--- src/verilog/uart_pkg.sv ---
// constants shared by the four-channel uart hub
// clock, baud and divider values plus channel count, taken by scoped name
package uart_pkg;

  // system clock and line rate
  localparam logic [31:0] CLK_FREQ = 32'd25_000_000; // 40 ns period
  localparam logic [31:0] BAUD     = 32'd1_562_500;

  // dividers
  localparam int unsigned TX_DIV = CLK_FREQ / BAUD; // clocks per bit, 16
  localparam int unsigned RX_DIV = TX_DIV / 2;      // clocks per half bit, 8

  // bit-rate counter widths and wrap values
  localparam int unsigned TX_CNT_W = $clog2(TX_DIV);
  localparam int unsigned RX_CNT_W = $clog2(RX_DIV);
  localparam logic [TX_CNT_W-1:0] TX_TOP = TX_CNT_W'(TX_DIV - 1);
  localparam logic [RX_CNT_W-1:0] RX_TOP = RX_CNT_W'(RX_DIV - 1);

  // channels
  localparam int unsigned N_CHAN = 4;
  localparam int unsigned CHAN_W = $clog2(N_CHAN); // tag width, 2

  // frame: start + 8 data + stop, no parity
  localparam int unsigned FRAME_BITS = 10;

  // receiver state once the byte is held
  // half-bit ticks 0..17 cover start and data, 18 lands early in stop
  localparam logic [4:0] RX_DONE = 5'(2 * (FRAME_BITS - 1));

endpackage

--- src/verilog/chan_if.sv ---
`timescale 1ns/1ps
// one channel's link between dispatcher/collector and its tx/rx pair
// the hub builds one instance per channel
interface chan_if;

  logic       wr;       // one-cycle write strobe
  logic [7:0] tx_data;  // byte to send, valid with wr
  logic       busy;     // frame on the line
  logic       rx_valid; // received byte held
  logic [7:0] rx_data;
  logic       rd;       // one-cycle read strobe, frees the holding reg

  // host write side
  modport disp (
    output wr,
    output tx_data,
    input  busy
  );

  modport tx (
    input  wr,
    input  tx_data,
    output busy
  );

  // host read side
  modport coll (
    output rd,
    input  rx_valid,
    input  rx_data
  );

  modport rx (
    input  rd,
    output rx_valid,
    output rx_data
  );

endinterface

--- src/verilog/uart_tx.sv ---
`timescale 1ns/1ps
// serial transmitter, 8N1, lsb first
// a wr strobe while idle starts a frame; busy covers the whole frame
module uart_tx (
  input  logic clk,
  input  logic resetq,
  chan_if.tx   ch,
  output logic line
);

  logic [3:0]                    bitcount; // 0 = idle, else bits still to finish
  logic [8:0]                    shifter;  // stop bit over the data byte
  logic [uart_pkg::TX_CNT_W-1:0] cnt;      // bit-rate counter
  logic                          tick;     // end of one bit time
  logic                          sending;
  logic                          start;    // accepted write

  assign sending = |bitcount;
  assign ch.busy = sending;
  assign tick    = (cnt == uart_pkg::TX_TOP);
  assign start   = ch.wr && !sending;

  always_ff @(posedge clk) begin
    if (!resetq) begin
      bitcount <= '0;
      cnt      <= '0;
      line     <= 1'b1; // idle high
    end else if (start) begin
      bitcount <= 4'(uart_pkg::FRAME_BITS);
      cnt      <= '0;   // full-length start bit
      line     <= 1'b0; // start bit next cycle
    end else if (sending) begin
      cnt <= tick ? '0 : cnt + 1'b1;
      if (tick) begin
        line     <= shifter[0];
        bitcount <= bitcount - 4'd1;
      end
    end
  end

  // data bits go out lsb first, then the stop bit
  // ones shift in behind so the line rests high afterwards
  always_ff @(posedge clk) begin
    if (start) begin
      shifter <= {1'b1, ch.tx_data};
    end else if (sending && tick) begin
      shifter <= {1'b1, shifter[8:1]};
    end
  end

  // the dispatcher waits for busy to drop before the next write
  a_no_wr_busy : assert property (
    @(posedge clk) disable iff (!resetq)
    ch.wr |-> !ch.busy
  );

endmodule

--- src/verilog/uart_rx.sv ---
`timescale 1ns/1ps
// serial receiver, 8N1, lsb first, mid-bit sampling off a half-bit tick
// the byte is held with rx_valid until a rd strobe; frames arriving meanwhile are lost
module uart_rx (
  input  logic clk,
  input  logic resetq,
  input  logic line,
  chan_if.rx   ch
);

  // bitcount: all ones idle, 0..17 half-bit steps, RX_DONE byte held
  logic [4:0]                    bitcount;
  logic [4:0]                    bitcount_n;
  logic [7:0]                    shifter;
  logic [2:0]                    hh;       // line history, newest in bit 0
  logic [uart_pkg::RX_CNT_W-1:0] cnt;      // half-bit counter
  logic                          idle;
  logic                          tick;
  logic                          startbit;
  logic                          sample;

  assign idle        = &bitcount;
  assign ch.rx_valid = (bitcount == uart_pkg::RX_DONE);
  assign ch.rx_data  = shifter;
  assign tick        = (cnt == uart_pkg::RX_TOP);

  // high then two lows, a one-cycle glitch is ignored
  assign startbit = idle && (hh == 3'b100);

  // ticks 3, 5 .. 17 after the edge sit mid-bit on data 0..7
  assign sample = tick && !bitcount[0] && (bitcount >= 5'd2) && (bitcount <= 5'd16);

  always_comb begin
    if (startbit) begin
      bitcount_n = '0;
    end else if (!idle && !ch.rx_valid && tick) begin
      bitcount_n = bitcount + 5'd1; // next half bit
    end else if (ch.rx_valid && ch.rd) begin
      bitcount_n = '1;              // back to idle
    end else begin
      bitcount_n = bitcount;
    end
  end

  always_ff @(posedge clk) begin
    if (!resetq) begin
      hh       <= 3'b111; // line assumed idle
      bitcount <= '1;
      cnt      <= '0;
    end else begin
      hh       <= {hh[1:0], line};
      bitcount <= bitcount_n;
      cnt      <= (startbit || tick) ? '0 : cnt + 1'b1; // restarts on the edge
    end
  end

  // hh[1] is the line two cycles back
  // the counter restarts a cycle after the edge shows there, so the delays cancel
  always_ff @(posedge clk) begin
    if (sample) begin
      shifter <= {hh[1], shifter[7:1]};
    end
  end

  // collector only reads a channel it saw valid
  a_rd_valid : assert property (
    @(posedge clk) disable iff (!resetq)
    ch.rd |-> ch.rx_valid
  );

endmodule

--- src/verilog/tx_dispatch.sv ---
`timescale 1ns/1ps
// host write port with a four-phase req/ack, each byte tagged with its channel
// latches the byte, waits for that transmitter to go idle, strobes its wr once
module tx_dispatch (
  input  logic                        clk,
  input  logic                        resetq,
  input  logic                        wr_req,
  input  logic [uart_pkg::CHAN_W-1:0] wr_chan,
  input  logic [7:0]                  wr_data,
  output logic                        wr_ack,
  chan_if.disp                        ch [uart_pkg::N_CHAN]
);

  logic                        wait_q; // byte latched while target may be busy
  logic                        ack_q;  // ack held until req drops
  logic [uart_pkg::CHAN_W-1:0] sel_q;  // target channel
  logic [7:0]                  data_q;
  logic [uart_pkg::N_CHAN-1:0] busy_v;
  logic [uart_pkg::N_CHAN-1:0] wr_v;   // one-hot write strobe
  logic                        take;   // new request accepted
  logic                        fire;   // hand-off cycle

  assign take   = wr_req && !wait_q && !ack_q;
  assign fire   = wait_q && !busy_v[sel_q];
  assign wr_v   = {{(uart_pkg::N_CHAN - 1){1'b0}}, fire} << sel_q;
  assign wr_ack = ack_q;

  for (genvar i = 0; i < uart_pkg::N_CHAN; i++) begin : g_chan
    assign busy_v[i]     = ch[i].busy;
    assign ch[i].wr      = wr_v[i];
    assign ch[i].tx_data = data_q; // only the strobed channel takes it
  end

  // idle -> wait -> ack -> idle
  always_ff @(posedge clk) begin
    if (!resetq) begin
      wait_q <= 1'b0;
      ack_q  <= 1'b0;
    end else if (take) begin
      wait_q <= 1'b1;
    end else if (fire) begin
      wait_q <= 1'b0;
      ack_q  <= 1'b1;
    end else if (ack_q && !wr_req) begin
      ack_q  <= 1'b0; // drops one cycle after req low
    end
  end

  // chan and data sampled once as the request is taken
  always_ff @(posedge clk) begin
    if (take) begin
      sel_q  <= wr_chan;
      data_q <= wr_data;
    end
  end

  // host lowers req only once the byte is acked
  a_req_held : assert property (
    @(posedge clk) disable iff (!resetq)
    $fell(wr_req) |-> wr_ack
  );

endmodule

--- src/verilog/rx_collect.sv ---
`timescale 1ns/1ps
// host read port draining the receivers round-robin
// offers each byte with its channel tag over a four-phase req/ack
module rx_collect (
  input  logic                        clk,
  input  logic                        resetq,
  output logic                        rd_req,
  output logic [uart_pkg::CHAN_W-1:0] rd_chan,
  output logic [7:0]                  rd_data,
  input  logic                        rd_ack,
  chan_if.coll                        ch [uart_pkg::N_CHAN]
);

  logic                        offer_q; // byte on offer drives rd_req
  logic                        drain_q; // waiting for ack low
  logic [uart_pkg::CHAN_W-1:0] last_q;  // last channel served
  logic [uart_pkg::CHAN_W-1:0] pick;
  logic [uart_pkg::CHAN_W-1:0] idx;
  logic                        found;
  logic                        take;    // latch and strobe rd this cycle
  logic [uart_pkg::N_CHAN-1:0] valid_v;
  logic [uart_pkg::N_CHAN-1:0] rd_v;
  logic [7:0]                  rx_d [uart_pkg::N_CHAN];

  for (genvar i = 0; i < uart_pkg::N_CHAN; i++) begin : g_chan
    assign valid_v[i] = ch[i].rx_valid;
    assign rx_d[i]    = ch[i].rx_data;
    assign ch[i].rd   = rd_v[i];
  end

  // search starts just past the last channel served
  always_comb begin
    found = 1'b0;
    pick  = last_q;
    idx   = last_q;
    for (int k = 1; k <= uart_pkg::N_CHAN; k++) begin
      idx = last_q + k[uart_pkg::CHAN_W-1:0]; // wraps since N_CHAN is a power of two
      if (!found && valid_v[idx]) begin
        found = 1'b1;
        pick  = idx;
      end
    end
  end

  assign take   = found && !offer_q && !drain_q;
  assign rd_v   = {{(uart_pkg::N_CHAN - 1){1'b0}}, take} << pick; // frees that receiver
  assign rd_req = offer_q;

  always_ff @(posedge clk) begin
    if (!resetq) begin
      offer_q <= 1'b0;
      drain_q <= 1'b0;
      last_q  <= '1; // channel 0 first
    end else if (take) begin
      offer_q <= 1'b1;
      last_q  <= pick;
    end else if (offer_q && rd_ack) begin
      offer_q <= 1'b0;
      drain_q <= 1'b1;
    end else if (drain_q && !rd_ack) begin
      drain_q <= 1'b0;
    end
  end

  // offered byte and tag
  always_ff @(posedge clk) begin
    if (take) begin
      rd_chan <= pick;
      rd_data <= rx_d[pick];
    end
  end

  // host acks only an offer that is up
  a_ack_on_offer : assert property (
    @(posedge clk) disable iff (!resetq)
    $rose(rd_ack) |-> rd_req
  );

endmodule

--- src/verilog/uart_hub.sv ---
`timescale 1ns/1ps
// four-channel uart hub, top level
// host writes tagged bytes in, received bytes come back tagged on the read port
module uart_hub (
  input  logic                        clk,
  input  logic                        resetq,
  // host write port
  input  logic                        wr_req,
  input  logic [uart_pkg::CHAN_W-1:0] wr_chan,
  input  logic [7:0]                  wr_data,
  output logic                        wr_ack,
  // host read port
  output logic                        rd_req,
  output logic [uart_pkg::CHAN_W-1:0] rd_chan,
  output logic [7:0]                  rd_data,
  input  logic                        rd_ack,
  // serial lines
  input  logic [uart_pkg::N_CHAN-1:0] rx,
  output logic [uart_pkg::N_CHAN-1:0] tx
);

  chan_if ch [uart_pkg::N_CHAN] (); // one link per channel

  tx_dispatch u_disp (
    .clk     (clk),
    .resetq  (resetq),
    .wr_req  (wr_req),
    .wr_chan (wr_chan),
    .wr_data (wr_data),
    .wr_ack  (wr_ack),
    .ch      (ch)
  );

  for (genvar i = 0; i < uart_pkg::N_CHAN; i++) begin : g_chan
    uart_tx u_tx (
      .clk    (clk),
      .resetq (resetq),
      .ch     (ch[i]),
      .line   (tx[i])
    );

    uart_rx u_rx (
      .clk    (clk),
      .resetq (resetq),
      .line   (rx[i]),
      .ch     (ch[i])
    );
  end

  rx_collect u_coll (
    .clk     (clk),
    .resetq  (resetq),
    .rd_req  (rd_req),
    .rd_chan (rd_chan),
    .rd_data (rd_data),
    .rd_ack  (rd_ack),
    .ch      (ch)
  );

endmodule

--- config.mk ---
export PLATFORM = sky130hd
export DESIGN_NAME = uart_hub
export DESIGN_NICKNAME = d
export VERILOG_FILES = /design/src/verilog/uart_pkg.sv /design/src/verilog/chan_if.sv /design/src/verilog/uart_tx.sv /design/src/verilog/uart_rx.sv /design/src/verilog/tx_dispatch.sv /design/src/verilog/rx_collect.sv /design/src/verilog/uart_hub.sv
export SDC_FILE = /design/constraint.sdc
export NUM_CORES = 1
export LEC_CHECK = 0
export BUFFER_PORTS_ARGS = -buffer_cell sky130_fd_sc_hd__buf_4
export CAP_MARGIN = 5
export CORE_MARGIN = 3
export CORE_UTILIZATION = 60
export DETAILED_ROUTE_END_ITERATION = 6
export PLACE_DENSITY = 0.78
export SYNTH_ARGS = -nofsm -noshare
export SYNTH_HDL_FRONTEND = slang
export SYNTH_HIERARCHICAL = 1
export SYNTH_SLANG_ARGS = --single-unit
--- constraint.sdc ---
create_clock -name clk -period 3.8 [get_ports clk]
set_clock_uncertainty 0.15 [all_clocks]
set_input_delay 0.19 -clock clk [delete_from_list [all_inputs] [get_ports clk]]
set_output_delay 0.19 -clock clk [all_outputs]
set_load 0.03 [all_outputs]
==> results.toml <==
[outcome]
outcome = "completed"

[logic_synthesis]
syn_area_per_cell_um2 = 12.22
ys_ff_latch = 170
synth_warnings = 6
postSynthCellCount = 635
synth_edf_count = 84
ys_async_sr_fraction = 0
syn_nets = 681
synthFlopType = "dfxtp_1"
ys_types = 51
yosysSeqAreaShare = 0.5470
netlist_area_mm2 = 0.007759

[placed_design]
port_buffers = 33
hpwlAfterDp_um = 9590
place_inst = 810
placed_area_mm2 = 0.008069
gp_routability_congestion = 0.8301

[global_routing]
use_met3 = 0.05702
busiest_layer = "met2"
grt_pass1_wl_um = 23640
use_met1 = 0.2412
use_met2 = 0.3651
grt_max_degree = 61
antenna_found_initial = 0
grt_pass1_vias = 5056
grt_overflow = 0
grt_usage = 0.2057

[routing]
wire_per_inst_um = 16.30
num_vias = 5018
via_per_inst = 5.848
routed_wl_um = 13990
drt-initial-drc-count = 443
detail-route-antenna-nets = 0
dr.pass1.iters = 5
drcViolationCount = 0

[setup_path]
slowest_delay_ns = 0.57
path_cells = "inv_1, ha_1, nor3b_4, inv_2, mux2i_1, nand3b_1, nor2_1, nand4bb_1, nand2_1"
slowest_stage = "nand4bb_1"
end_kind = "register"
cp_max_fo = 13
setup.worst_path.start_class = "register"
crit_arrival_ns = 3.35
r2r-start = "g_chan[0].u_tx/bitcount[0]"
critPathKind = "reg -> reg"
critPathRequiredTime_ns = 3.74
worstSetupStartpoint = "g_chan[0].u_tx/bitcount[0]"

[sta]
slew_headroom = 0.2982
slew_violations = 0
rsz0062_at_grt = "false"
finalSetupViolCount = 0
finalSetupTns_ns = 0
period_minus_slack_ns = 3.410
fin_crit_sh = 0.8972
fmax_mhz = 293.3
worst_slew_pin_slew_ns = 1.051
final_hold_viol_count = 0

[floorplanning]
die-area_mm2 = 0.01433
die_w_um = 119.7
ios = 34
num_rows = 40
core_region_area_mm2 = 0.01231
die_y_um = 119.7
initial_core_util = 0.6302

[hold_path]
hold_class = "in -> reg"
min_from = "resetq"

[final_layout]
final_cell_mix = "dfxtp_1 (86), edfxtp_1 (84), buf_4 (42)"
fin_util = 0.7140
final_area_mm2 = 0.008791
final_common_cell = "dfxtp_1"
area_growth_pct = 13.30
diodes = 0
layout-drive-gt1-share = 0.2377
nNetsFinal = 723
layout.cells.non_filler = 858

[pwr]
ir_worst_vdd_mv = 0.4072
cellPowerDensity_mw_per_mm2 = 439.8
p_leak_nw = 3.380
design_power_total_mw = 3.866

[cts]
hold_buffers = 16
clock-sinks = 170
clkLatencyLatePin_ns = 0.43
tritoncts = "done"
cts_max_level = 4
ctsLongestPathBuffers = 2
ctsResizeCount = 0
cts-root-buf = "clkbuf_16"
cts_buffers = 17
clk_pin_slew_ns = 0.06
post-cts-setup-buffers = 0

[job]
maxCapViolCount = 0
==> synth_stat cells, drive strengths merged (5+ instances only) <==
cell type / instances / area [µm²]
nor3b: 9 / 112.6
or4: 8 / 60.06
or3: 8 / 50.05
nor2b: 9 / 56.30
dfxtp: 86 / 1722
nand2b: 15 / 93.84
a21oi: 29 / 145.1
inv: 36 / 135.1
a31o: 8 / 70.07
buf: 35 / 246.5
mux2i: 30 / 300.3
edfxtp: 84 / 2522
a21o: 5 / 37.54
nand3b: 10 / 75.07
and2: 12 / 80.08
nand4bb: 8 / 155.2
and3: 20 / 135.1
nand2: 26 / 97.59
mux2: 40 / 465.5
o211ai: 5 / 37.54
a2111oi: 8 / 95.09
ha: 28 / 350.3
nor3: 8 / 40.04
o21ai: 35 / 175.2
nand3: 14 / 70.07
nor2: 17 / 63.81
==> final cells by class <==
cell class / count / area [µm²]
clock buffers: 19 / 432.9
clock inverters: 13 / 128.9
fillers: 857 / 3521
inverters: 36 / 135.1
multi-input cells: 394 / 3164
flip-flops and latches: 170 / 4244
well taps: 168 / 210.2
repair buffers: 58 / 475.5
==> metal layers <==
metal	part of all wire	routed length, µm
met5	0	0
met4	0.017	235
met3	0.039	552
met2	0.52	7232
met1	0.43	5967
==> power by group <==
group | leakage, nW | internal (mW) | switching (mW)
Combinational | 1.64 | 0.104 | 0.107
Clock | 0.268 | 0.959 | 0.690
Sequential | 1.47 | 1.97 | 0.0383
==> sequential cells by signal, indices dropped and copies added (netlist names) <==
name                    count
g_chan.u_rx/ch.rx_data     32
g_chan.u_tx/shifter        32
g_chan.u_rx/bitcount       20
g_chan.u_tx/bitcount       16
g_chan.u_tx/cnt            16
g_chan.u_rx/cnt            12
g_chan.u_rx/hh             12
u_coll/rd_data              8
u_disp/ch.tx_data           8
g_chan.u_tx/line            4
u_coll/last_q               2
u_coll/rd_chan              2
u_disp/sel_q                2
u_coll/drain_q              1
u_coll/rd_req               1
u_disp/wait_q               1
u_disp/wr_ack               1
==> critical path: cells and delay by family (launching register included) <==
family                     cells  cell delay, ns
muxes                          1            0.22
DFF                            1            0.32
and+or+nand+nor                5            1.93
buffers and inverters          2            0.26
adders and majority gates      1            0.19
==> stage by stage <==
step | hold WS (ns) | worst slack [ns]
after floorplan | 0.1118 | 1.061
after global placement | 0.2185 | 0.7487
after detailed placement | 0.2224 | 0.4333
after CTS | 0.08254 | 0.4348
after global routing | 0.1135 | 0.1529
final | 0.09085 | 0.3905
==> cells by family (layout without fill, tap and decap cells) <==
group,count (synthesis),after routing,synth area share
compound gates,120,120,0.1053
simple gates,176,176,0.1547
flops,170,170,0.5470
fa+ha+maj,28,28,0.04515
buf+inv,71,126,0.04919
mux,70,70,0.09869
==> path summary, 6_finish.rpt <==
path                                                   to  cells after the start  slack (ns)
worst max register to register  g_chan[1].u_tx/shifter[6]                      9        0.39
worst min register to register      g_chan[2].u_rx/cnt[0]                      1        0.28
worst max-delay path            g_chan[1].u_tx/shifter[6]                      9        0.39
worst min-delay path                 g_chan[1].u_rx/hh[0]                      2        0.09
No activity file was read; power rests on OpenSTA's default activity.
